**src/hdl/ras_pkg.sv**
```systemverilog
`default_nettype none

package ras_pkg;

   // datapath and stack sizing
   localparam int XLEN      = 32;   // pc, targets, apb data
   localparam int RAS_DEPTH = 8;    // stack entries
   localparam int CNT_W     = 16;   // statistics counter width
   localparam int APB_AW    = 4;    // apb byte address width

   // rv32i jump opcodes
   localparam logic [6:0] OPC_JAL  = 7'b1101111;
   localparam logic [6:0] OPC_JALR = 7'b1100111;

   // link registers per the hint table
   localparam logic [4:0] LINK_X1 = 5'd1;   // ra
   localparam logic [4:0] LINK_X5 = 5'd5;   // t0, alternate link

   // stack operation from decoder
   typedef enum logic [1:0] {
      RAS_NONE    = 2'd0,
      RAS_PUSH    = 2'd1,
      RAS_POP     = 2'd2,
      RAS_POPPUSH = 2'd3    // coroutine swap
   } ras_op_t;

   // apb register map, byte addresses
   localparam logic [APB_AW-1:0] ADDR_CTRL   = 4'h0;
   localparam logic [APB_AW-1:0] ADDR_HITS   = 4'h4;   // read only
   localparam logic [APB_AW-1:0] ADDR_MISSES = 4'h8;   // read only
   localparam logic [APB_AW-1:0] ADDR_EMPTY  = 4'hC;   // read only

   // control register fields
   localparam int CTRL_EN_BIT  = 0;   // predictor enable
   localparam int CTRL_CLR_BIT = 1;   // counter clear strobe, self clearing

endpackage

`default_nettype wire
```
**src/hdl/ras_top.sv**
```systemverilog
`default_nettype none

module ras_top (
   input  logic                       s_clk_i,
   input  logic                       s_resetn_i,
   // retired jump stream, no back-pressure
   input  logic                       s_valid_i,
   input  logic [ras_pkg::XLEN-1:0]   s_pc_i,
   input  logic [ras_pkg::XLEN-1:0]   s_instr_i,
   input  logic [ras_pkg::XLEN-1:0]   s_target_i,
   // apb control and status
   input  logic                       s_psel_i,
   input  logic                       s_penable_i,
   input  logic                       s_pwrite_i,
   input  logic [ras_pkg::APB_AW-1:0] s_paddr_i,
   input  logic [ras_pkg::XLEN-1:0]   s_pwdata_i,
   output logic [ras_pkg::XLEN-1:0]   s_prdata_o,
   output logic                       s_pready_o,
   output logic                       s_pslverr_o,
   // prediction, combinational in the cycle after sampling
   output logic                       s_pred_valid_o,
   output logic [ras_pkg::XLEN-1:0]   s_pred_target_o
);

   import ras_pkg::*;

   ras_op_t          s_op;
   logic [XLEN-1:0]  s_ret_addr;
   logic [XLEN-1:0]  s_act_target;
   logic             s_push;
   logic             s_pop;
   logic             s_empty;
   logic [XLEN-1:0]  s_top;
   logic             s_enable;
   logic             s_clr;
   logic [CNT_W-1:0] s_hits;
   logic [CNT_W-1:0] s_misses;
   logic [CNT_W-1:0] s_empty_pops;

   // op to buffer strobes, poppush drives both
   assign s_push = (s_op == RAS_PUSH) || (s_op == RAS_POPPUSH);
   assign s_pop  = (s_op == RAS_POP)  || (s_op == RAS_POPPUSH);

   ras_decoder u_decoder (
      .s_clk_i(s_clk_i), .s_resetn_i(s_resetn_i), .s_enable_i(s_enable),
      .s_valid_i(s_valid_i), .s_pc_i(s_pc_i), .s_instr_i(s_instr_i),
      .s_target_i(s_target_i), .s_op_o(s_op), .s_ret_addr_o(s_ret_addr),
      .s_act_target_o(s_act_target));

   circular_buffer #(.SIZE(RAS_DEPTH), .WIDTH(XLEN)) u_stack (
      .s_clk_i(s_clk_i), .s_resetn_i(s_resetn_i), .s_push_i(s_push), .s_pop_i(s_pop),
      .s_data_i(s_ret_addr), .s_empty_o(s_empty), .s_data_o(s_top));

   ras_checker u_checker (
      .s_clk_i(s_clk_i), .s_resetn_i(s_resetn_i), .s_clr_i(s_clr), .s_op_i(s_op),
      .s_act_target_i(s_act_target), .s_top_i(s_top), .s_empty_i(s_empty),
      .s_pred_valid_o(s_pred_valid_o), .s_pred_target_o(s_pred_target_o),
      .s_hits_o(s_hits), .s_misses_o(s_misses), .s_empty_pops_o(s_empty_pops));

   ras_apb_regs u_regs (
      .s_clk_i(s_clk_i), .s_resetn_i(s_resetn_i), .s_psel_i(s_psel_i),
      .s_penable_i(s_penable_i), .s_pwrite_i(s_pwrite_i), .s_paddr_i(s_paddr_i),
      .s_pwdata_i(s_pwdata_i), .s_prdata_o(s_prdata_o), .s_pready_o(s_pready_o),
      .s_pslverr_o(s_pslverr_o), .s_hits_i(s_hits), .s_misses_i(s_misses),
      .s_empty_pops_i(s_empty_pops), .s_enable_o(s_enable), .s_clr_o(s_clr));

endmodule

`default_nettype wire

```
**src/hdl/ras_apb_regs.sv**
```systemverilog
`default_nettype none

module ras_apb_regs (
   input  logic                       s_clk_i,
   input  logic                       s_resetn_i,
   input  logic                       s_psel_i,
   input  logic                       s_penable_i,
   input  logic                       s_pwrite_i,
   input  logic [ras_pkg::APB_AW-1:0] s_paddr_i,
   input  logic [ras_pkg::XLEN-1:0]   s_pwdata_i,
   output logic [ras_pkg::XLEN-1:0]   s_prdata_o,
   output logic                       s_pready_o,
   output logic                       s_pslverr_o,
   input  logic [ras_pkg::CNT_W-1:0]  s_hits_i,
   input  logic [ras_pkg::CNT_W-1:0]  s_misses_i,
   input  logic [ras_pkg::CNT_W-1:0]  s_empty_pops_i,
   output logic                       s_enable_o,
   output logic                       s_clr_o        // single-cycle pulse
);

   import ras_pkg::*;

   logic            s_access;     // second apb cycle
   logic            s_addr_ok;
   logic            s_addr_cnt;   // counter address, read only
   logic            s_wr_ctrl;
   logic            s_enable;
   logic            s_clr;
   logic [XLEN-1:0] s_rdata;

   assign s_access = s_psel_i & s_penable_i;

   // address decode and read mux
   always_comb begin : decode
      s_addr_ok  = 1'b1;
      s_addr_cnt = 1'b0;
      s_rdata    = '0;
      case (s_paddr_i)
         ADDR_CTRL: s_rdata[CTRL_EN_BIT] = s_enable;   // clr reads as zero
         ADDR_HITS: begin
            s_addr_cnt = 1'b1;
            s_rdata    = XLEN'(s_hits_i);
         end
         ADDR_MISSES: begin
            s_addr_cnt = 1'b1;
            s_rdata    = XLEN'(s_misses_i);
         end
         ADDR_EMPTY: begin
            s_addr_cnt = 1'b1;
            s_rdata    = XLEN'(s_empty_pops_i);
         end
         default: s_addr_ok = 1'b0;                      // unmapped
      endcase
   end

   assign s_wr_ctrl = s_access & s_pwrite_i & (s_paddr_i == ADDR_CTRL);

   // control register, updates on the edge closing the access phase
   always_ff @(posedge s_clk_i) begin : ctrl_reg
      if (!s_resetn_i) begin
         s_enable <= 1'b0;
         s_clr    <= 1'b0;
      end else begin
         s_clr <= s_wr_ctrl & s_pwdata_i[CTRL_CLR_BIT];   // drops again next cycle
         if (s_wr_ctrl) begin
            s_enable <= s_pwdata_i[CTRL_EN_BIT];
         end
      end
   end

   assign s_pready_o  = 1'b1;                                   // zero wait states
   assign s_prdata_o  = (s_access & ~s_pwrite_i) ? s_rdata : '0;
   assign s_pslverr_o = s_access & (~s_addr_ok | (s_pwrite_i & s_addr_cnt));
   assign s_enable_o  = s_enable;
   assign s_clr_o     = s_clr;

endmodule

`default_nettype wire

```
**src/hdl/ras_checker.sv**
```systemverilog
`default_nettype none

module ras_checker (
   input  logic                      s_clk_i,
   input  logic                      s_resetn_i,
   input  logic                      s_clr_i,          // one-cycle counter clear
   input  ras_pkg::ras_op_t          s_op_i,
   input  logic [ras_pkg::XLEN-1:0]  s_act_target_i,
   input  logic [ras_pkg::XLEN-1:0]  s_top_i,          // stack top from buffer
   input  logic                      s_empty_i,
   output logic                      s_pred_valid_o,
   output logic [ras_pkg::XLEN-1:0]  s_pred_target_o,
   output logic [ras_pkg::CNT_W-1:0] s_hits_o,
   output logic [ras_pkg::CNT_W-1:0] s_misses_o,
   output logic [ras_pkg::CNT_W-1:0] s_empty_pops_o
);

   import ras_pkg::*;

   logic             s_is_pop;
   logic             s_pred_valid;
   logic             s_hit;
   logic             s_miss;
   logic             s_empty_pop;
   logic [CNT_W-1:0] s_hits;
   logic [CNT_W-1:0] s_misses;
   logic [CNT_W-1:0] s_empty_pops;

   // increment that sticks at all ones
   function automatic logic [CNT_W-1:0] sat_inc(input logic [CNT_W-1:0] cnt);
      return (&cnt) ? cnt : cnt + 1'b1;
   endfunction

   // a return consumes the top, coroutine swap included
   assign s_is_pop     = (s_op_i == RAS_POP) || (s_op_i == RAS_POPPUSH);
   assign s_pred_valid = s_is_pop & ~s_empty_i;
   assign s_empty_pop  = s_is_pop & s_empty_i;     // nothing to predict
   assign s_hit        = s_pred_valid & (s_top_i == s_act_target_i);
   assign s_miss       = s_pred_valid & (s_top_i != s_act_target_i);

   assign s_pred_valid_o  = s_pred_valid;
   assign s_pred_target_o = s_pred_valid ? s_top_i : '0;   // zero when no prediction

   // statistics, clear has priority over a same-cycle event
   always_ff @(posedge s_clk_i) begin : stats
      if (!s_resetn_i || s_clr_i) begin
         s_hits       <= '0;
         s_misses     <= '0;
         s_empty_pops <= '0;
      end else begin
         if (s_hit) begin
            s_hits <= sat_inc(s_hits);
         end
         if (s_miss) begin
            s_misses <= sat_inc(s_misses);
         end
         if (s_empty_pop) begin
            s_empty_pops <= sat_inc(s_empty_pops);
         end
      end
   end

   assign s_hits_o       = s_hits;
   assign s_misses_o     = s_misses;
   assign s_empty_pops_o = s_empty_pops;

endmodule

`default_nettype wire

```
**src/hdl/ras_decoder.sv**
```systemverilog
`default_nettype none

module ras_decoder (
   input  logic                     s_clk_i,
   input  logic                     s_resetn_i,
   input  logic                     s_enable_i,     // from control register
   input  logic                     s_valid_i,
   input  logic [ras_pkg::XLEN-1:0] s_pc_i,
   input  logic [ras_pkg::XLEN-1:0] s_instr_i,
   input  logic [ras_pkg::XLEN-1:0] s_target_i,     // resolved jump target
   output ras_pkg::ras_op_t         s_op_o,
   output logic [ras_pkg::XLEN-1:0] s_ret_addr_o,   // pc + 4
   output logic [ras_pkg::XLEN-1:0] s_act_target_o
);

   import ras_pkg::*;

   logic [6:0] s_opcode;
   logic [4:0] s_rd;
   logic [4:0] s_rs1;
   logic       s_rd_link;
   logic       s_rs1_link;
   ras_op_t    s_op_d;

   // x1 or x5 count as link registers
   function automatic logic is_link(input logic [4:0] reg_idx);
      return (reg_idx == LINK_X1) || (reg_idx == LINK_X5);
   endfunction

   // i/j type field positions
   assign s_opcode   = s_instr_i[6:0];
   assign s_rd       = s_instr_i[11:7];
   assign s_rs1      = s_instr_i[19:15];
   assign s_rd_link  = is_link(s_rd);
   assign s_rs1_link = is_link(s_rs1);

   // link-register hint table
   always_comb begin : classify
      s_op_d = RAS_NONE;
      if (s_valid_i && s_enable_i) begin
         if (s_opcode == OPC_JAL) begin
            if (s_rd_link) begin
               s_op_d = RAS_PUSH;             // call
            end
         end else if (s_opcode == OPC_JALR) begin
            case ({s_rd_link, s_rs1_link})
               2'b10:   s_op_d = RAS_PUSH;    // indirect call
               2'b01:   s_op_d = RAS_POP;     // return
               2'b11: begin
                  // same reg means call, different means coroutine swap
                  s_op_d = (s_rd == s_rs1) ? RAS_PUSH : RAS_POPPUSH;
               end
               default: s_op_d = RAS_NONE;    // plain indirect jump
            endcase
         end
      end
   end

   // op register, one stage before stack update
   always_ff @(posedge s_clk_i) begin : op_reg
      if (!s_resetn_i) begin
         s_op_o <= RAS_NONE;
      end else begin
         s_op_o <= s_op_d;
      end
   end

   // payload only loaded with a valid instruction
   always_ff @(posedge s_clk_i) begin : payload_reg
      if (s_valid_i) begin
         s_ret_addr_o   <= s_pc_i + XLEN'(4);   // no compressed support
         s_act_target_o <= s_target_i;
      end
   end

endmodule

`default_nettype wire

```
**src/hdl/circular_buffer.sv**
```systemverilog
`default_nettype none

module circular_buffer #(
   parameter int SIZE  = 4,
   parameter int WIDTH = 32
) (
   input  logic             s_clk_i,
   input  logic             s_resetn_i,
   input  logic             s_push_i,    // push, or replace top together with pop
   input  logic             s_pop_i,
   input  logic [WIDTH-1:0] s_data_i,    // value to push
   output logic             s_empty_o,
   output logic [WIDTH-1:0] s_data_o     // current top, combinational
);

   localparam int PTRW = (SIZE > 1) ? $clog2(SIZE) : 1;
   localparam logic [PTRW:0]   CNT_FULL = (PTRW+1)'(SIZE);
   localparam logic [PTRW-1:0] PTR_LAST = PTRW'(SIZE - 1);

   logic [WIDTH-1:0] s_mem [SIZE];   // stack storage
   logic [PTRW-1:0]  s_top_ptr;      // slot of last pushed entry
   logic [PTRW:0]    s_count;        // valid entries, saturates at SIZE
   logic [PTRW-1:0]  s_ptr_up;
   logic [PTRW-1:0]  s_ptr_dn;
   logic [PTRW-1:0]  s_wpos;         // slot written on push
   logic             s_empty;
   logic             s_full;
   logic             s_do_push;
   logic             s_do_pop;
   logic             s_do_repl;

   assign s_empty = (s_count == '0);
   assign s_full  = (s_count == CNT_FULL);

   // pointer moves with wrap, SIZE need not be a power of two
   assign s_ptr_up = (s_top_ptr == PTR_LAST) ? '0 : s_top_ptr + PTRW'(1);
   assign s_ptr_dn = (s_top_ptr == '0) ? PTR_LAST : s_top_ptr - PTRW'(1);

   // push+pop on a live stack rewrites the top in place
   assign s_do_repl = s_push_i & s_pop_i & ~s_empty;
   // pop half of push+pop is dropped when empty
   assign s_do_push = s_push_i & ~s_do_repl;
   assign s_do_pop  = s_pop_i & ~s_push_i & ~s_empty;   // empty pop ignored

   assign s_wpos = s_do_repl ? s_top_ptr : s_ptr_up;

   // pointer and occupancy
   always_ff @(posedge s_clk_i) begin : ctrl
      if (!s_resetn_i) begin
         s_top_ptr <= '0;
         s_count   <= '0;
      end else if (s_do_push) begin
         s_top_ptr <= s_ptr_up;            // on full this lands on the oldest slot
         if (!s_full) begin
            s_count <= s_count + 1'b1;
         end
      end else if (s_do_pop) begin
         s_top_ptr <= s_ptr_dn;
         s_count   <= s_count - 1'b1;
      end
   end

   // entry write, covers plain push and in-place replace
   always_ff @(posedge s_clk_i) begin : store
      if (s_push_i) begin
         s_mem[s_wpos] <= s_data_i;
      end
   end

   assign s_empty_o = s_empty;
   assign s_data_o  = s_mem[s_top_ptr];   // stale when empty, qualify with s_empty_o

endmodule

`default_nettype wire

```
**config.mk**
```make
export PLATFORM = sky130hd
export DESIGN_NAME = ras_top
export DESIGN_NICKNAME = d
export VERILOG_FILES = /design/src/hdl/ras_pkg.sv /design/src/hdl/ras_top.sv /design/src/hdl/ras_apb_regs.sv /design/src/hdl/ras_checker.sv /design/src/hdl/ras_decoder.sv /design/src/hdl/circular_buffer.sv
export SDC_FILE = /design/constraint.sdc
export NUM_CORES = 1
export LEC_CHECK = 0
export BUFFER_PORTS_ARGS = -buffer_cell sky130_fd_sc_hd__buf_2
export CORE_MARGIN = 5
export CORE_UTILIZATION = 30
export DETAILED_ROUTE_END_ITERATION = 16
export PLACE_DENSITY = 0.56
export SLEW_MARGIN = 20
export SYNTH_ARGS = -nofsm -noshare
export SYNTH_HDL_FRONTEND = slang
export SYNTH_SLANG_ARGS = --single-unit
```
**constraint.sdc**
```tcl
create_clock -name s_clk_i -period 4.9 [get_ports s_clk_i]
set_input_delay 0.245 -clock s_clk_i [delete_from_list [all_inputs] [get_ports s_clk_i]]
set_output_delay 0.245 -clock s_clk_i [all_outputs]
set_load 0.05 [all_outputs]
```
# Word level (Yosys, flattened, before mapping)
# Memory sizes are Yosys's and may differ from the RTL's. A register that Yosys moved wholly into a read port is not among the register bits.
# Cells that the tools add are included.
[classes] n_addsub=8 multipliers=0 div_mod_pow=0 magnitude_cmp=0 n_eq_ne=21 shift=0 n_mux=23 n_bitwise=25 n_reduce_logical=21
[op_table] op="16-bit by 1-bit adder with 16-bit output (second input constant)" count=3
[op_table] op="16-bit AND reduction" count=3
[op_table] op="15-bit case mux with 3 select lines" count=1
[op_table] op="32-bit by 3-bit adder with 32-bit output (second input constant)" count=1
[op_table] op="32-bit equality test" count=1
[op_table] op="32-bit 2-to-1 mux" count=1
[op_table] op="32-bit != test" count=1
[op_table] op="3-bit 2-to-1 mux" count=7
[op_table] op="1-bit bitwise AND" count=16
[op_table] op="16-bit 2-to-1 mux" count=1
[op_table] op="7-bit equality test (second input constant)" count=2
[op_table] op="4-bit equality test (second input constant)" count=3
[op_table] op="4-bit 2-to-1 mux" count=3
[op_table] op="5-bit by 1-bit equality test with 1-bit output (second input constant)" count=2
[op_table] op="5-bit by 3-bit equality test with 1-bit output (second input constant)" count=2
[op_table] op="2-bit AND reduction" count=5
[op_table] op="2-bit equality test (second input constant)" count=4
[op_table] op="4-bit zero test" count=2
[op_table] op="1-bit NOT" count=8
[op_table] op="2-bit 2-to-1 mux" count=3
[op_table] op="2-bit case mux with 3 select lines" count=1
[op_table] op="5-bit equality test" count=1
[op_table] op="1-bit logical OR" count=5
[op_table] op="1-bit 2-to-1 mux" count=5
[op_table] op="16 further kinds" count=17
[word_totals] reg_bits=123 latch_bits=0 ramBits=256 rom_bits=0 in_bits=138 out_inout_bits=67 word_cells=109 mem_count=1
[mem_list] memory="u_stack.s_mem" depth=8 word_bits=32 rd=1 rd_ports_with_merged_regs=1 wr=1 line_no="circular_buffer.sv:20" text="logic [WIDTH-1:0] s_mem [SIZE];"

# Depth between registers and ports, before layout
[depth] word_depth=9 depth_mapped=14

# Modules after synthesis
# A second synthesis with hierarchy kept.
[hier_totals] hier_cells=1072 hier_area_um2=16538.4
[by_module_without_submodules] mod="circular_buffer" instances=1 cells_per_inst=460 area_per_inst_um2=10309.9 seq_area_each_um2=7887.6
[by_module_without_submodules] mod="ras_checker" instances=1 cells_per_inst=363 area_per_inst_um2=2935.3 seq_area_each_um2=960.9
[by_module_without_submodules] mod="ras_decoder" instances=1 cells_per_inst=160 area_per_inst_um2=2606.2 seq_area_each_um2=1961.9
[by_module_without_submodules] mod="ras_apb_regs" instances=1 cells_per_inst=87 area_per_inst_um2=679.4 seq_area_each_um2=40.0
[by_module_without_submodules] mod="ras_top" instances=1 cells_per_inst=2 area_per_inst_um2=7.5 seq_area_each_um2=0.0

# Least setup slack after synthesis
# Ideal clock, no wire load.
[synth_timing] kind="register -> register" start="register u_stack.s_count[0]" end="memory u_stack.s_mem[7][0], enable pin" arrival_ns=4.057 t_required_ns=4.439 setup_slack_ns=0.382 path_stages_with_launch=9 n_path_buf=2 cell_sequence="dfxtp_1 > or3_1 > o21ai_0 > inv_1 > clkbuf_1 > buf_2 > nor3_1 > a21oi_1 > nor3_1"
[synth_via] elab_chain_len=4
[synth_rtl] item="start, declared" line_no="circular_buffer.sv:22" text="logic [PTRW:0] s_count;"
[synth_rtl] item="start signal, assigned" line_no="circular_buffer.sv:55" text="s_count <= s_count + 1'b1;"
[synth_rtl] item="start signal, assigned" line_no="circular_buffer.sv:59" text="s_count <= s_count - 1'b1;"
[synth_rtl] item="4-bit zero test" line_no="circular_buffer.sv:32" text="assign s_empty = (s_count == '0);"
[synth_rtl] item="1-bit NOT" line_no="circular_buffer.sv:40" text="assign s_do_repl = s_push_i & s_pop_i & ~s_empty;"
[synth_rtl] item="1-bit bitwise AND" line_no="circular_buffer.sv:40"
[synth_rtl] item="3-bit 2-to-1 mux" line_no="circular_buffer.sv:45" text="assign s_wpos = s_do_repl ? s_top_ptr : s_ptr_up;"
[synth_rtl] item="end, declared" line_no="circular_buffer.sv:20"
# No other way between the ends.

==> key figures <==
Run status
  – Status: complete, no violations

Clock tree
  – Worst skew pair latency: 0.57 ns
  – CTS clock-pin slew for the worst setup and hold paths: 0.06 ns
  – H-tree depth: 2
  – Inserted Clock Buffers: 42
  – Post-CTS setup buffers: 0
  – Cts-stage hold buffer count: 48
  – # resized after CTS: 0
  – CTS tree: yes
  – CTS Sinks: 382
  – CTS max path bufs: 3
  – Clock root buffer: clkbuf_16

Final layout
  – Area grow syn2layout: 20.58%
  – Antenna cells: 0
  – Final instance count without filler cells: 2051
  – Commonest non-fill, non-tap cell in the layout: edfxtp_1
  – Final Cell Area: 0.01990 mm2
  – Fillers: 5148
  – Most frequent cells in the layout: edfxtp_1 (320), buf_2 (141), nor2_1 (86)
  – Share of layout cells above drive strength 1: 0.2413
  – Final Util: 0.3633
  – Final nets: 1467

Synthesis
  – Synth area leaders: edfxtp_1 (58%), dfxtp_1 (7.5%), mux4_2 (6.8%)
  – Post-synth ARST share: 0
  – Post-synth EDFFs: 320
  – Syn Inst Count: 1108
  – Yosys cell types: 70
  – Synth top area share: 0.5823
  – Top_reg_cell synth: edfxtp_1
  – Post-synth top area cell: edfxtp_1
  – Sequential share of the synthesized area: 0.6576
  – Post-Syn Area: 0.01650 mm2
  – Mean Syn Cell Area: 14.89 um2
  – Count of warnings emitted by yosys: 0
  – FF+latch count, synth: 382

Detailed routing
  – WL per Instance: 19.60 um
  – Via/cell ratio: 4.790
  – Top layer in use: met5
  – WL met2: 19240 um
  – ANT nets after route: 0
  – Metal3 WL: 1668 um
  – Final wirelength: 40200 um
  – Metal1 wirelength: 18470 um
  – Drt drc: 0
  – TritonRoute pass-1 iters: 5
  – DR iter-0 viols: 659
  – Vias: 9825

Power and ir drop
  – Worst vdd ir: 250.8 uV
  – Comb pwr share: 0.027
  – Leakage: 6.837 nW
  – P_sw: 1.467 mW
  – Pint: 5.592 mW
  – Final Power: 7.059 mW
  – Sequential Power Share: 0.516
  – Clock network power share: 0.456
  – Sw Ratio: 0.2078
  – Cell Pwr Density: 354.8 mW/mm2

Place
  – PortBufs: 142
  – Detailed placement HPWL: 26170 um
  – Placed insts: 1930
  – Gpl congestion: 0.7833
  – Placed cell areas: 0.01799 mm2
  – Pre-CTS WS: 1.046 ns

GRT
  – Initial antenna violation count: 2
  – Vias in the first global route: 9994
  – Global-route wire length before repair: 61250 um
  – Pin count of the biggest net entering global routing: 49
  – Tot GR Track Use: 0.1327
  – Grt total ovfl: 0

Floorplan
  – Die W: 244.5 um
  – Die height: 244.5 um
  – Initial core utilization: 0.3013
  – # rows: 86
  – Die outline area: 0.05979 mm2
  – Ports: 205
  – CORE AREA: 0.05477 mm2

Timing
  – Worst slew margin: 0.3589
  – Worst-Margin Slew: 0.9582 ns
  – Fin crit period: 3.849 ns
  – Setup TNS: 0 ns
  – Achievable Freq: 259.8 MHz
  – Layout Skew: 0.03284 ns
  – RSZ-0062 raised after global routing: false
  – Hold WS: 0.03188 ns
  – Fin. max-slew vios: 0
  – Final Hold Viols: 0
  – Finish-stage setup viols: 0
  – Period utilization: 0.7856
  – Setup ws final: 1.051 ns

Run
  – MaxCap Viol Count: 0

Worst setup path
  – CP Class: reg2reg
  – Critical path required time: 5.35 ns
  – Startpoint Class: flip-flop
  – Critical path endpoint category: flip-flop
  – Crit path arrival time: 4.30 ns
  – Critical Path Fanout Max: 31

Worst hold path
  – Hold Crit Class: in2reg
==> power groups by stage <==
stage	clock (mW)	combinational (mW)	sequential, mW
CTS	3.31	0.196	3.64
floorplan	0	0.0931	3.69
global placement	0	0.164	3.71
finish	3.22	0.194	3.64
global route	3.44	0.210	3.65
detailed placement	0	0.167	3.71
==> worst max-delay path, stage by stage (launching register included) <==
cell	delay, ns
dfxtp_4	0.64
buf_12	0.30
mux4_2	0.53
mux2i_1	0.24
xor2_1	0.25
nand4_1	0.20
nor4_2	0.63
and4_1	0.55
a21oi_1	0.13
a31o_2	0.22
==> registers in the layout, summed over array words and instances (netlist names), named ones only <==
name and flops:
u_checker.s_empty_pops_o 16, u_checker.s_hits_o 16, u_checker.s_misses_o 16, u_decoder.s_act_target_o 32, u_decoder.s_op_o 2, u_decoder.s_ret_addr_o 32, u_regs.s_clr_o 1, u_regs.s_enable_o 1
u_stack.s_count 4, u_stack.s_mem 256, u_stack.s_top_ptr 3
==> synth_stat cells (all sizes together) (14+ instances only) <==
| cell type | count |
|---|---|
| edfxtp | 320 |
| nor2 | 90 |
| dfxtp | 62 |
| nand2 | 57 |
| mux2i | 51 |
| mux4 | 51 |
| buf | 44 |
| nand3 | 37 |
| xnor2 | 37 |
| a21oi | 33 |
| and3 | 33 |
| xor2 | 32 |
| o21ai | 23 |
| mux2 | 21 |
| a22oi | 20 |
| clkbuf | 18 |
| nor3 | 17 |
| or3 | 14 |
==> metal layers <==
layer | track usage | vias to the layer above
li1 | - | 4643
met1 | 0.1839 | 4910
met2 | 0.2178 | 205
met3 | 0.02372 | 63
met4 | 0.03366 | 4
met5 | 0 | -
==> cell type report <==
type / count / area [um2] / share of cell area
sequential: 382 / 10860 / 0.5458
multi-input combinational: 666 / 5281 / 0.2654
timing repair buffer: 213 / 1404 / 0.07056
clock buffer: 51 / 1136 / 0.05710
tap: 704 / 880.8 / 0.04427
clock inverter: 22 / 286.5 / 0.01440
inverter: 13 / 48.80 / 0.002453
==> worst paths after layout <==
check,startpoint,endpoint,slack [ns],cells after the start
max,flip-flop,u_checker.s_hits_o[2],1.05,9
max reg2reg,flip-flop,u_checker.s_hits_o[2],1.05,9
min reg2reg,u_checker.s_misses_o[13],u_checker.s_misses_o[13],0.50,2
min,s_resetn_i,flip-flop,0.03,3
==> cells by family after synthesis <==
kind of cell / count (synthesis) / synth area share
other: 2 / 0.0004551
AOI/OAI and AO/OA: 117 / 0.04656
xor gates and xnor gates: 69 / 0.03662
adders and majority gates: 11 / 0.008796
buffers and inverters: 75 / 0.02950
and+or+nand+nor: 329 / 0.1037
muxes: 123 / 0.1168
DFF: 382 / 0.6576
(Power assumes the default switching activity.)
